$ cat src/nn_pkg.sv
package nn_pkg;

    // Operand widths shared by every stage
    localparam int DATA_W = 8;   // Inputs, weights, hidden activations
    localparam int ACC_W  = 24;  // Accumulator and output scores

    // Sequencer states, also shown on the current_state port
    typedef enum logic [3:0] {
        ST_IDLE   = 4'd0,  // Host may load memories
        ST_LAYER1 = 4'd1,  // Input to hidden MACs
        ST_LAYER2 = 4'd2,  // Hidden to output MACs
        ST_ARGMAX = 4'd3,  // Waiting on the result stage
        ST_DONE   = 4'd4   // One cycle, done high
    } nn_state_t;

endpackage

$ cat src/nn_buffers.sv
`timescale 1ns/1ps

module nn_buffers #(
    parameter int  N_IN   = 16,
    parameter int  N_HID  = 8,
    parameter int  N_OUT  = 10,
    localparam int N_W    = N_IN * N_HID + N_HID * N_OUT,
    localparam int IN_AW  = $clog2(N_IN),
    localparam int HID_AW = $clog2(N_HID),
    localparam int ACT_AW = $clog2(N_IN > N_HID ? N_IN : N_HID),
    localparam int W_AW   = $clog2(N_W)
) (
    input  logic                             clk,
    input  logic                             idle,
    input  logic                             in_we,
    input  logic [IN_AW-1:0]                 in_addr,
    input  logic signed [nn_pkg::DATA_W-1:0] in_data,
    input  logic                             w_we,
    input  logic [W_AW-1:0]                  w_addr,
    input  logic signed [nn_pkg::DATA_W-1:0] w_data,
    input  logic                             hid_we,
    input  logic [HID_AW-1:0]                hid_addr,
    input  logic signed [nn_pkg::DATA_W-1:0] hid_data,
    input  logic                             rd_layer,
    input  logic [ACT_AW-1:0]                rd_act_addr,
    input  logic [W_AW-1:0]                  rd_w_addr,
    output logic signed [nn_pkg::DATA_W-1:0] act,
    output logic signed [nn_pkg::DATA_W-1:0] weight
);
    import nn_pkg::*;

    logic signed [DATA_W-1:0] in_mem  [N_IN];   // Host-loaded input vector
    logic signed [DATA_W-1:0] w_mem   [N_W];    // Both layers, layer 1 first
    logic signed [DATA_W-1:0] hid_mem [N_HID];  // Layer-1 activations

    // Host loads only land while the engine is idle
    always_ff @(posedge clk) begin
        if (idle && in_we) begin
            in_mem[in_addr] <= in_data;
        end
    end

    always_ff @(posedge clk) begin
        if (idle && w_we) begin
            w_mem[w_addr] <= w_data;
        end
    end

    always_ff @(posedge clk) begin
        if (hid_we) begin
            hid_mem[hid_addr] <= hid_data;  // Written back by the MAC
        end
    end

    // Registered reads, one cycle to the MAC
    always_ff @(posedge clk) begin
        if (rd_layer) begin
            act <= hid_mem[rd_act_addr[HID_AW-1:0]];
        end else begin
            act <= in_mem[rd_act_addr[IN_AW-1:0]];
        end
        weight <= w_mem[rd_w_addr];
    end

    // Host and writeback addresses stay inside the arrays
    assert property (@(posedge clk)
        (!(idle && in_we) || in_addr < N_IN) &&
        (!(idle && w_we) || w_addr < N_W) &&
        (!hid_we || hid_addr < N_HID));

endmodule

$ cat src/nn_sequencer.sv
`timescale 1ns/1ps

module nn_sequencer #(
    parameter int  N_IN   = 16,
    parameter int  N_HID  = 8,
    parameter int  N_OUT  = 10,
    localparam int ACT_AW = $clog2(N_IN > N_HID ? N_IN : N_HID),
    localparam int IDX_W  = $clog2(N_HID > N_OUT ? N_HID : N_OUT),
    localparam int W_AW   = $clog2(N_IN * N_HID + N_HID * N_OUT)
) (
    input  logic              clk,
    input  logic              resetn,
    input  logic              start,
    input  logic              result_done,
    output nn_pkg::nn_state_t current_state,
    output logic              idle,
    output logic              rd_layer,
    output logic [ACT_AW-1:0] rd_act_addr,
    output logic [W_AW-1:0]   rd_w_addr,
    output logic              mac_clear,
    output logic              mac_en,
    output logic              mac_wb,
    output logic              wb_layer,
    output logic [IDX_W-1:0]  wb_idx,
    output logic              wb_last,
    output logic              run_start,
    output logic              done
);
    import nn_pkg::*;

    nn_state_t         state;
    logic [IDX_W-1:0]  neuron;       // Neuron within the layer
    logic [ACT_AW-1:0] op;           // Operand within the neuron
    logic              gap;          // Bubble so writeback gets its own slot
    logic              issue;        // Read issued this cycle
    logic              op_last;
    logic              neuron_last;
    logic              last_q;       // Last operand, at the MAC stage
    logic              layer_q;
    logic [IDX_W-1:0]  neuron_q;

    assign current_state = state;
    assign idle          = (state == ST_IDLE);
    assign done          = (state == ST_DONE);
    assign rd_layer      = (state == ST_LAYER2);  // Hidden memory in layer 2
    assign issue         = ((state == ST_LAYER1) || rd_layer) && !gap;

    assign op_last     = rd_layer ? (op == ACT_AW'(N_HID - 1)) : (op == ACT_AW'(N_IN - 1));
    assign neuron_last = rd_layer ? (neuron == IDX_W'(N_OUT - 1))
                                  : (neuron == IDX_W'(N_HID - 1));

    // Weight layout, layer 2 sits after all layer-1 words
    assign rd_act_addr = op;
    assign rd_w_addr   = rd_layer ? W_AW'(N_IN * N_HID + neuron * N_HID + op)
                                  : W_AW'(neuron * N_IN + op);

    always_ff @(posedge clk) begin
        if (!resetn) begin
            state     <= ST_IDLE;
            neuron    <= '0;
            op        <= '0;
            gap       <= 1'b0;
            run_start <= 1'b0;
        end else begin
            run_start <= 1'b0;
            case (state)
                ST_IDLE: begin
                    if (start) begin
                        state     <= ST_LAYER1;
                        run_start <= 1'b1;  // Clears the running max
                        neuron    <= '0;
                        op        <= '0;
                        gap       <= 1'b0;
                    end
                end
                ST_LAYER1, ST_LAYER2: begin
                    if (gap) begin
                        gap <= 1'b0;
                    end else if (op_last) begin
                        op  <= '0;
                        gap <= 1'b1;
                        if (neuron_last) begin
                            neuron <= '0;
                            state  <= (state == ST_LAYER1) ? ST_LAYER2 : ST_ARGMAX;
                        end else begin
                            neuron <= neuron + 1'b1;
                        end
                    end else begin
                        op <= op + 1'b1;
                    end
                end
                ST_ARGMAX: begin
                    if (result_done) begin
                        state <= ST_DONE;
                    end
                end
                ST_DONE: state <= ST_IDLE;
                default: state <= ST_IDLE;
            endcase
        end
    end

    // MAC control, delayed to meet the read data
    always_ff @(posedge clk) begin
        if (!resetn) begin
            mac_en    <= 1'b0;
            mac_clear <= 1'b0;
            last_q    <= 1'b0;
            mac_wb    <= 1'b0;
        end else begin
            mac_en    <= issue;
            mac_clear <= issue && (op == '0);  // First product loads the acc
            last_q    <= issue && op_last;
            mac_wb    <= last_q;               // Cycle after the last mac_en
        end
    end

    always_ff @(posedge clk) begin
        layer_q  <= rd_layer;
        neuron_q <= neuron;
        wb_layer <= layer_q;
        wb_idx   <= neuron_q;
        wb_last  <= layer_q ? (neuron_q == IDX_W'(N_OUT - 1))
                            : (neuron_q == IDX_W'(N_HID - 1));
    end

    // Writeback slot never overlaps an accumulate
    assert property (@(posedge clk) disable iff (!resetn) !(mac_en && mac_wb));

    // A busy start neither reopens layer 1 nor flags a new run
    assert property (@(posedge clk) disable iff (!resetn)
        start && !idle |=> !run_start && (state != ST_LAYER1 || $past(state) == ST_LAYER1));

endmodule

$ cat src/nn_mac_unit.sv
`timescale 1ns/1ps

module nn_mac_unit #(
    parameter int  N_HID  = 8,
    parameter int  N_OUT  = 10,
    parameter int  SHIFT  = 4,
    localparam int HID_AW = $clog2(N_HID),
    localparam int OUT_AW = $clog2(N_OUT),
    localparam int IDX_W  = $clog2(N_HID > N_OUT ? N_HID : N_OUT)
) (
    input  logic                             clk,
    input  logic                             resetn,
    input  logic signed [nn_pkg::DATA_W-1:0] act,
    input  logic signed [nn_pkg::DATA_W-1:0] weight,
    input  logic                             mac_clear,
    input  logic                             mac_en,
    input  logic                             mac_wb,
    input  logic                             wb_layer,
    input  logic [IDX_W-1:0]                 wb_idx,
    input  logic                             wb_last,
    output logic                             hid_we,
    output logic [HID_AW-1:0]                hid_addr,
    output logic signed [nn_pkg::DATA_W-1:0] hid_data,
    output logic                             score_valid,
    output logic signed [nn_pkg::ACC_W-1:0]  score,
    output logic [OUT_AW-1:0]                score_idx,
    output logic                             score_last
);
    import nn_pkg::*;

    localparam int SAT_MAX = 2 ** (DATA_W - 1) - 1;  // 127 for 8 bits

    logic signed [2*DATA_W-1:0] prod;
    logic signed [ACC_W-1:0]    acc;
    logic signed [ACC_W-1:0]    shifted;
    logic signed [DATA_W-1:0]   act_fn;  // ReLU, shift, saturate

    assign prod    = act * weight;
    assign shifted = acc >>> SHIFT;

    always_comb begin
        if (acc < 0) begin
            act_fn = '0;                    // ReLU
        end else if (shifted > SAT_MAX) begin
            act_fn = DATA_W'(SAT_MAX);
        end else begin
            act_fn = shifted[DATA_W-1:0];
        end
    end

    always_ff @(posedge clk) begin
        if (mac_en) begin
            acc <= mac_clear ? ACC_W'(prod) : acc + ACC_W'(prod);
        end
    end

    // Layer picks the destination, hidden memory or result stage
    always_ff @(posedge clk) begin
        if (!resetn) begin
            hid_we      <= 1'b0;
            score_valid <= 1'b0;
            score_last  <= 1'b0;
        end else begin
            hid_we      <= mac_wb && !wb_layer;
            score_valid <= mac_wb && wb_layer;
            score_last  <= mac_wb && wb_layer && wb_last;
        end
    end

    always_ff @(posedge clk) begin
        if (mac_wb) begin
            hid_addr  <= wb_idx[HID_AW-1:0];
            hid_data  <= act_fn;
            score     <= acc;                // Raw score, no activation
            score_idx <= wb_idx[OUT_AW-1:0];
        end
    end

endmodule

$ cat src/nn_result.sv
`timescale 1ns/1ps

module nn_result #(
    parameter int  N_OUT  = 10,
    localparam int OUT_AW = $clog2(N_OUT)
) (
    input  logic                            clk,
    input  logic                            resetn,
    input  logic                            run_start,
    input  logic                            score_valid,
    input  logic signed [nn_pkg::ACC_W-1:0] score,
    input  logic [OUT_AW-1:0]               score_idx,
    input  logic                            score_last,
    output logic [3:0]                      argmax_output,
    output logic [6:0]                      hex0,
    output logic                            result_done
);
    import nn_pkg::*;

    logic signed [ACC_W-1:0] best_score;
    logic [OUT_AW-1:0]       best_idx;
    logic                    better;
    logic                    armed;  // Between run_start and result_done

    // Strictly greater, so ties keep the lower index
    assign better = score > best_score;

    always_ff @(posedge clk) begin
        if (run_start) begin
            best_score <= {1'b1, {(ACC_W - 1){1'b0}}};  // Most negative
            best_idx   <= '0;
        end else if (score_valid && better) begin
            best_score <= score;
            best_idx   <= score_idx;
        end
    end

    always_ff @(posedge clk) begin
        if (!resetn) begin
            armed         <= 1'b0;
            result_done   <= 1'b0;
            argmax_output <= 4'd0;
        end else begin
            result_done <= score_valid && score_last;  // Best now includes last score
            if (run_start) begin
                armed <= 1'b1;
            end else if (result_done) begin
                armed <= 1'b0;
            end
            if (result_done) begin
                argmax_output <= 4'(best_idx);  // Same edge that raises done
            end
        end
    end

    // Active-low segments, blank in reset
    always_comb begin
        if (!resetn) begin
            hex0 = 7'b1111111;
        end else begin
            case (argmax_output)
                4'd0:    hex0 = 7'b1000000;
                4'd1:    hex0 = 7'b1111001;
                4'd2:    hex0 = 7'b0100100;
                4'd3:    hex0 = 7'b0110000;
                4'd4:    hex0 = 7'b0011001;
                4'd5:    hex0 = 7'b0010010;
                4'd6:    hex0 = 7'b0000010;
                4'd7:    hex0 = 7'b1111000;
                4'd8:    hex0 = 7'b0000000;
                4'd9:    hex0 = 7'b0010000;
                default: hex0 = 7'b1111111;  // Not a digit
            endcase
        end
    end

    // Scores only arrive inside a run the sequencer opened
    assert property (@(posedge clk) disable iff (!resetn) score_valid |-> armed);

endmodule

$ cat src/neural_network.sv
`timescale 1ns/1ps

module neural_network #(
    parameter int  N_IN   = 16,
    parameter int  N_HID  = 8,
    parameter int  N_OUT  = 10,
    parameter int  SHIFT  = 4,
    localparam int IN_AW  = $clog2(N_IN),
    localparam int W_AW   = $clog2(N_IN * N_HID + N_HID * N_OUT)
) (
    input  logic                             clk,
    input  logic                             resetn,
    input  logic                             start,
    input  logic                             in_we,
    input  logic [IN_AW-1:0]                 in_addr,
    input  logic signed [nn_pkg::DATA_W-1:0] in_data,
    input  logic                             w_we,
    input  logic [W_AW-1:0]                  w_addr,
    input  logic signed [nn_pkg::DATA_W-1:0] w_data,
    output logic                             done,
    output nn_pkg::nn_state_t                current_state,
    output logic [3:0]                       argmax_output,
    output logic [6:0]                       hex0
);
    import nn_pkg::*;

    localparam int HID_AW = $clog2(N_HID);
    localparam int OUT_AW = $clog2(N_OUT);
    localparam int ACT_AW = $clog2(N_IN > N_HID ? N_IN : N_HID);
    localparam int IDX_W  = $clog2(N_HID > N_OUT ? N_HID : N_OUT);

    // Decode to buffers and MAC
    logic                     idle, rd_layer;
    logic [ACT_AW-1:0]        rd_act_addr;
    logic [W_AW-1:0]          rd_w_addr;
    logic                     mac_clear, mac_en, mac_wb;
    logic                     wb_layer, wb_last;
    logic [IDX_W-1:0]         wb_idx;
    logic signed [DATA_W-1:0] act, weight;
    // Writeback paths
    logic                     hid_we;
    logic [HID_AW-1:0]        hid_addr;
    logic signed [DATA_W-1:0] hid_data;
    logic                     score_valid, score_last;
    logic signed [ACC_W-1:0]  score;
    logic [OUT_AW-1:0]        score_idx;
    logic                     run_start, result_done;

    // Host strobes are gated by idle inside the buffers
    nn_buffers #(.N_IN(N_IN), .N_HID(N_HID), .N_OUT(N_OUT)) i_nn_buffers (
        .clk, .idle, .in_we, .in_addr, .in_data, .w_we, .w_addr, .w_data,
        .hid_we, .hid_addr, .hid_data, .rd_layer, .rd_act_addr, .rd_w_addr,
        .act, .weight
    );

    nn_sequencer #(.N_IN(N_IN), .N_HID(N_HID), .N_OUT(N_OUT)) i_nn_sequencer (
        .clk, .resetn, .start, .result_done, .current_state, .idle,
        .rd_layer, .rd_act_addr, .rd_w_addr, .mac_clear, .mac_en, .mac_wb,
        .wb_layer, .wb_idx, .wb_last, .run_start, .done
    );

    nn_mac_unit #(.N_HID(N_HID), .N_OUT(N_OUT), .SHIFT(SHIFT)) i_nn_mac_unit (
        .clk, .resetn, .act, .weight, .mac_clear, .mac_en, .mac_wb,
        .wb_layer, .wb_idx, .wb_last, .hid_we, .hid_addr, .hid_data,
        .score_valid, .score, .score_idx, .score_last
    );

    nn_result #(.N_OUT(N_OUT)) i_nn_result (
        .clk, .resetn, .run_start, .score_valid, .score, .score_idx,
        .score_last, .argmax_output, .hex0, .result_done
    );

endmodule

$ cat config.mk
export PLATFORM = sky130hd
export DESIGN_NAME = neural_network
export DESIGN_NICKNAME = d
export VERILOG_FILES = /design/src/nn_pkg.sv /design/src/nn_buffers.sv /design/src/nn_sequencer.sv /design/src/nn_mac_unit.sv /design/src/nn_result.sv /design/src/neural_network.sv
export SDC_FILE = /design/constraint.sdc
export NUM_CORES = 2
export LEC_CHECK = 0
export BUFFER_PORTS_ARGS = -buffer_cell sky130_fd_sc_hd__buf_2
export CAP_MARGIN = 20
export CORE_MARGIN = 1
export CORE_UTILIZATION = 60
export CTS_BUF_LIST = sky130_fd_sc_hd__clkbuf_8
export DETAILED_ROUTE_END_ITERATION = 12
export PLACE_DENSITY = 0.82
export SLEW_MARGIN = 0
export SYNTH_ARGS = -nofsm -noshare
export SYNTH_HDL_FRONTEND = slang
export SYNTH_HIERARCHICAL = 1
export SYNTH_SLANG_ARGS = --single-unit
$ cat constraint.sdc
create_clock -name clk -period 7.5 [get_ports clk]
set_input_delay 2.25 -clock clk [delete_from_list [all_inputs] [get_ports clk]]
set_output_delay 2.25 -clock clk [all_outputs]
set_load 0.02 [all_outputs]
* Yosys cells after proc, flatten, opt, wreduce, memory -nomap -nowiden
Memory sizes are Yosys's and may differ from the RTL's. A register that Yosys moved wholly into a read port is not among the register bits.
Cells that the tools add are included.
Widths: inputs -> output; s select.
** Storage, ports and cells
- Memories kept :: 4
- Bits in latches :: 0
- Output and inout bits :: 16
- Memory bits (read-only) :: 112
- Memory bits (writable) :: 1856
- Register bits after elaboration :: 136
- Input bits :: 33
** Cells by class
- Shifts and indexed selects :: 0
- Bitwise gates (word level) :: 0
- Multipliers :: 1
- Mux-type cells :: 40
- Eq/ne operators :: 15
- Add/subtract/negate cells :: 6
- Div/mod/pow operators :: 0
- Reduce and logical (&&, ||, !) cells :: 23
- $lt $le $gt $ge :: 3
** Memory list
- i_nn_buffers.w_mem :: depth 208, width 8, rd ports 1, clocked after Yosys merged registers in 1, write ports 1, line nn_buffers.sv:33 : logic signed [DATA_W-1:0] w_mem [N_W];
- i_nn_buffers.in_mem :: depth 16, width 8, rd ports 1, clocked after Yosys merged registers in 1, write ports 1, line nn_buffers.sv:32 : logic signed [DATA_W-1:0] in_mem [N_IN];
- (no name shown) :: depth 16, width 7, rd ports 1, clocked after Yosys merged registers in 1, write ports 0, line nn_result.sv:61 : case (argmax_output)
- i_nn_buffers.hid_mem :: depth 8, width 8, rd ports 1, clocked after Yosys merged registers in 1, write ports 1, line nn_buffers.sv:34 : logic signed [DATA_W-1:0] hid_mem [N_HID];
** Operators by type and width (number)
- $mux 4 :: 15
- $add 24x16->24 :: 1
- $gt 24x24->1 :: 1
- $lt 24x1->1 const B :: 1
- $mux 24 :: 1
- $gt 20x8->1 const B :: 1
- $add 8x4->8 :: 2
- $eq 4x3->1 const B :: 4
- $mul 8x8->16 :: 1
- $mux 8 :: 2
- $pmux 4 s2 :: 2
- $mux 1 :: 14
- $mux 7 :: 2
- $eq 4x4->1 const B :: 3
- $pmux 4 s3 :: 1
- $logic_and 1x1->1 :: 10
- $add 4x1->4 const B :: 2
- $add 8x7->8 const A :: 1
- $eq 4x2->1 const B :: 2
- $logic_not 4->1 :: 2
- $mux 3 :: 2
- $ne 2x1->1 const B :: 3
- $reduce_and 5->1 :: 1
- $eq 4x1->1 const B :: 1
- 9 further kinds :: 13

* Depth between registers and ports, before layout
- Depth after elaboration :: 7
- Depth in mapped cells :: 25

* By module
Netlist, hierarchy kept.
** By module, submodules not included
- nn_buffers :: cells an instance 3350, instances 1, seq. area each 56053.8 µm², area an instance 72144.2 µm²
- nn_mac_unit :: cells an instance 571, instances 1, seq. area each 1861.8 µm², area an instance 5936.9 µm²
- nn_result :: cells an instance 458, instances 1, seq. area each 800.8 µm², area an instance 3249.4 µm²
- nn_sequencer :: cells an instance 136, instances 1, seq. area each 560.5 µm², area an instance 1266.2 µm²

* Worst setup path after synthesis
Ideal clock, no wire load.
- Path kind :: reg2reg
- Start point :: register i_nn_buffers/weight[2] (netlist bit) (read register of i_nn_buffers.w_mem)
- End point :: register i_nn_mac_unit.acc[23], data pin
- Path buffers :: 1
- Arrival :: 5791 ps
- Library setup time :: 272 ps
- Slack :: 1437 ps
- Cell stages (with the launch flop) :: 25
- Cell sequence :: dfxtp_1 > nand2_1 > fa_1 > inv_1 > fa_1 > fa_1 > inv_1 > fa_1 > inv_1 > ha_1 > a21o_1 > a21o_1 > a21o_1 > a311oi_2 > a21oi_2 > xnor2_2 > ha_1 > clkbuf_1 > a21o_1 > a21oi_1 > o21a_1 > o21ai_0 > o22ai_1 > mux2i_1 > xnor2_1
** Between the ends
- Word-level cells in the longest chain between the ends :: 3
** RTL lines
- from (decl) :: line nn_buffers.sv:28 : output logic signed [nn_pkg::DATA_W-1:0] weight
- $mul 8x8->16 * :: line nn_mac_unit.sv:38 : assign prod = act * weight;
- $add 24x16->24 :: line nn_mac_unit.sv:53 : acc <= mac_clear ? ACC_W'(prod) : acc + ACC_W'(prod);
- $mux 24 * :: line nn_mac_unit.sv:53
- to (signal assigned) :: line nn_mac_unit.sv:53
- to (decl) :: line nn_mac_unit.sv:34 : logic signed [ACC_W-1:0] acc;
Every way passes the cells marked *; elsewhere a longest branch is shown, timed or not.
A chain may end at the register's enable or synchronous reset.

* Final worst setup path
- Start point :: register i_nn_buffers/weight[3] (netlist bit) (read register of i_nn_buffers.w_mem)
- End point :: register i_nn_mac_unit.acc[23], data pin
The elaborated chain is that of the path after synthesis.

==> results.cfg <==
[timing]
fin_skew_ps = 50.4
max_freq_ghz = 0.150
worst_slew_pin_slew_ps = 1260
min_period_ps = 6660
setup_viol = 0
hold_violations = 0
drv_slew = 0
rsz0062_at_grt = no
post-route-period-util_pct = 88.8
maxSlewHeadroom_pct = 15.9
fin_setup_tns_ps = 0

[clocking]
cts_resized = 0
htreeDepth = 5
clk_pin_slew_ps = 60
cts_buffers = 321
clock-root-buffer = clkbuf_8
hold_buffers = 0
cts_tree = done
postCtsSetupRepairBufs = 0
clockBufferDepth = 4
numClockSinks = 2003
insertion_delay_ps = 1000

[cells_and_area]
drive_above_1_share_pct = 20.6
stdcell_count = 6732
finalNetCount = 4898
fillCellCount = 8334
synthToLayoutAreaGrowth_pct = 9.36

[yosys]
synth-edff-count = 1916
synthArstFlopShare_pct = 0
synthCells = 4515
synth_cell_types = 87
yosysSeqAreaShare_pct = 71.8
synth_top_area_share_pct = 69.7
synthTopCellsByArea = edfxtp_1 (70%), mux4_2 (12%), dfxtp_1 (2.1%)
yosysWarnings = 6
synth_nets = 4692
ys_ff_latch = 2003
synth_ff_type = edfxtp_1
synth.avg_cell_area_sq_um = 18.3
netlist_top_cells_count = edfxtp_1 (1916), mux4_2 (452), nor2_1 (390)
yosys.area.top_type = edfxtp_1
synth.most_common_cell = edfxtp_1
netlist_area_sq_um = 82600

[drt]
firstDrtPassIters = 6
vias_per_cell = 6.62
ant_nets = 0
drt_iter0_markers = 5935
drc = 0
drt-total-wl_microns = 190000
dr_total_vias = 44500
routedWlPerCell_microns = 28.2

[floorplanning]
num_rows = 135
die_h_microns = 373
core_region_area_sq_um = 136000
die_area_sq_um = 139000
die_w_microns = 373
initial_core_util_pct = 60.7
pin_count = 49

[placement]
gp_congestion = 0.891
dpl.cell_count = 6171
port_buffers = 47
dp_hpwl_microns = 118000

[global_route]
grt_max_degree = 140
grt-ovfl-total = 0
grt_pass1_wl_microns = 281000
grt_pass1_vias = 44900
grt.total_usage_pct = 27.4
grt_antenna_before_repair = 11

[worst_setup_path]
end_kind = flop
critPathMaxFanout = 11
crit_arrival_ps = 7380
r2r_end = i_nn_mac_unit/acc[23]$_DFFE_PP_
path_class = reg2reg
crit_required_ps = 8220
r2r-start = i_nn_buffers/weight[3]$_DFF_P_
setup.worst_path.start_class = flop
r2r_setup_slack_ps = 840
r2r_cells = 23

[min_path]
hold_end = i_nn_sequencer/wb_idx[0]$_DFF_P_
hp-class = reg2reg
hp-start = i_nn_sequencer/neuron_q[0]$_DFF_P_
whs_path_depth = 0

[status]
status = complete, no violations

[run]
maxCapViolCount = 0
worst max path at each step:
stage                                         from                               to  slack (ps)  cells after the start
detailed placement  i_nn_buffers/weight[0]$_DFF_P_  i_nn_mac_unit/acc[23]$_DFFE_PP_         850                     24
finish              i_nn_buffers/weight[3]$_DFF_P_  i_nn_mac_unit/acc[23]$_DFFE_PP_         840                     23
global route           i_nn_buffers/act[7]$_DFF_P_  i_nn_mac_unit/acc[23]$_DFFE_PP_         410                     24
global placement    i_nn_buffers/weight[2]$_DFF_P_  i_nn_mac_unit/acc[23]$_DFFE_PP_         920                     23
CTS                    i_nn_buffers/act[7]$_DFF_P_  i_nn_mac_unit/acc[23]$_DFFE_PP_         840                     24
floorplan           i_nn_buffers/weight[2]$_DFF_P_  i_nn_mac_unit/acc[23]$_DFFE_PP_        1440                     24
cell families after synthesis:
kind of cell / Yosys count / synth area share, %
other: 2 / 0.00909
buffers and inverters: 389 / 2.24
adders and majority gates: 144 / 2.69
muxes: 568 / 13.8
AOI/OAI and AO/OA: 488 / 4.04
xor gates and xnor gates: 41 / 0.444
and+or+nand+nor: 880 / 5.04
DFF: 2003 / 71.8
per-stage QoR:
stage | hold WS, ps | setup WS (ps) | area, sq um | utilization [%]
finish | 359 | 839 | 90300 | 66.4
global route | 368 | 413 | 90300 | 66.4
CTS | 363 | 842 | 90200 | 66.3
detailed placement | 355 | 855 | 84600 | 62.2
global placement | 345 | 922 | 84500 | 62.2
floorplan | 329 | 1440 | 82600 | -
metal layers:
metal / track usage, % / vias to the layer above / wire length, microns
li1: - / 18400 / -
met1: 36.2 / 22600 / 68100
met2: 44.0 / 2968 / 92800
met3: 5.82 / 505 / 20500
met4: 12.7 / 4 / 8530
met5: 0 / - / 27
sequential cells by signal, summed over array words and instances (netlist names), 8 cells and up, named ones only:
signal / flops
i_nn_buffers/act: 8
i_nn_buffers/hid_mem: 64
i_nn_buffers/in_mem: 128
i_nn_buffers/w_mem: 1664
i_nn_buffers/weight: 8
i_nn_mac_unit/acc: 24
i_nn_mac_unit/hid_data: 8
i_nn_mac_unit/score: 24
i_nn_result/best_score: 24
cell usage in the layout (no fill, tap or decap), drive strengths merged, types with 88 or more instances in the layout:
cell | netlist | layout
a21oi | 100 | 100
buf | 148 | 134
clkbuf | 105 | 334
clkinv | 1 | 93
edfxtp | 1916 | 1916
ha | 88 | 88
inv | 135 | 245
mux2i | 98 | 98
mux4 | 452 | 452
nand2 | 143 | 143
nor2 | 399 | 399
worst max-delay path: stages (launching register included):
cell and delay, ps:
dfxtp_1 520, nand2_1 130, fa_1 510, inv_1 60, fa_1 480, fa_1 490
inv_1 50, fa_1 490, inv_1 40, ha_1 340, a21o_1 200, a21o_1 170
a21o_1 190, a311oi_2 400, a21oi_2 170, xnor2_2 540, ha_1 430, a21o_1 230
a21oi_1 190, o21a_1 150, o21ai_0 100, o22ai_1 190, mux2i_1 240, xnor2_1 80
final cells by class:
| type | count | area (sq um) | share of cell area (%) |
|---|---|---|---|
| clock inverters | 213 | 1060 | 1.18 |
| flip-flops and latches | 2003 | 59300 | 65.6 |
| well taps | 1781 | 2230 | 2.47 |
| inverters | 136 | 510 | 0.565 |
| diodes | 8 | 20.0 | 0.0222 |
| multi-input cells | 2123 | 21500 | 23.9 |
| clock buffers | 332 | 4570 | 5.06 |
| repair buffers | 136 | 1100 | 1.21 |
Power is not shown: default switching activity piles up to over one toggle a cycle in this logic, so the estimate is an artifact.
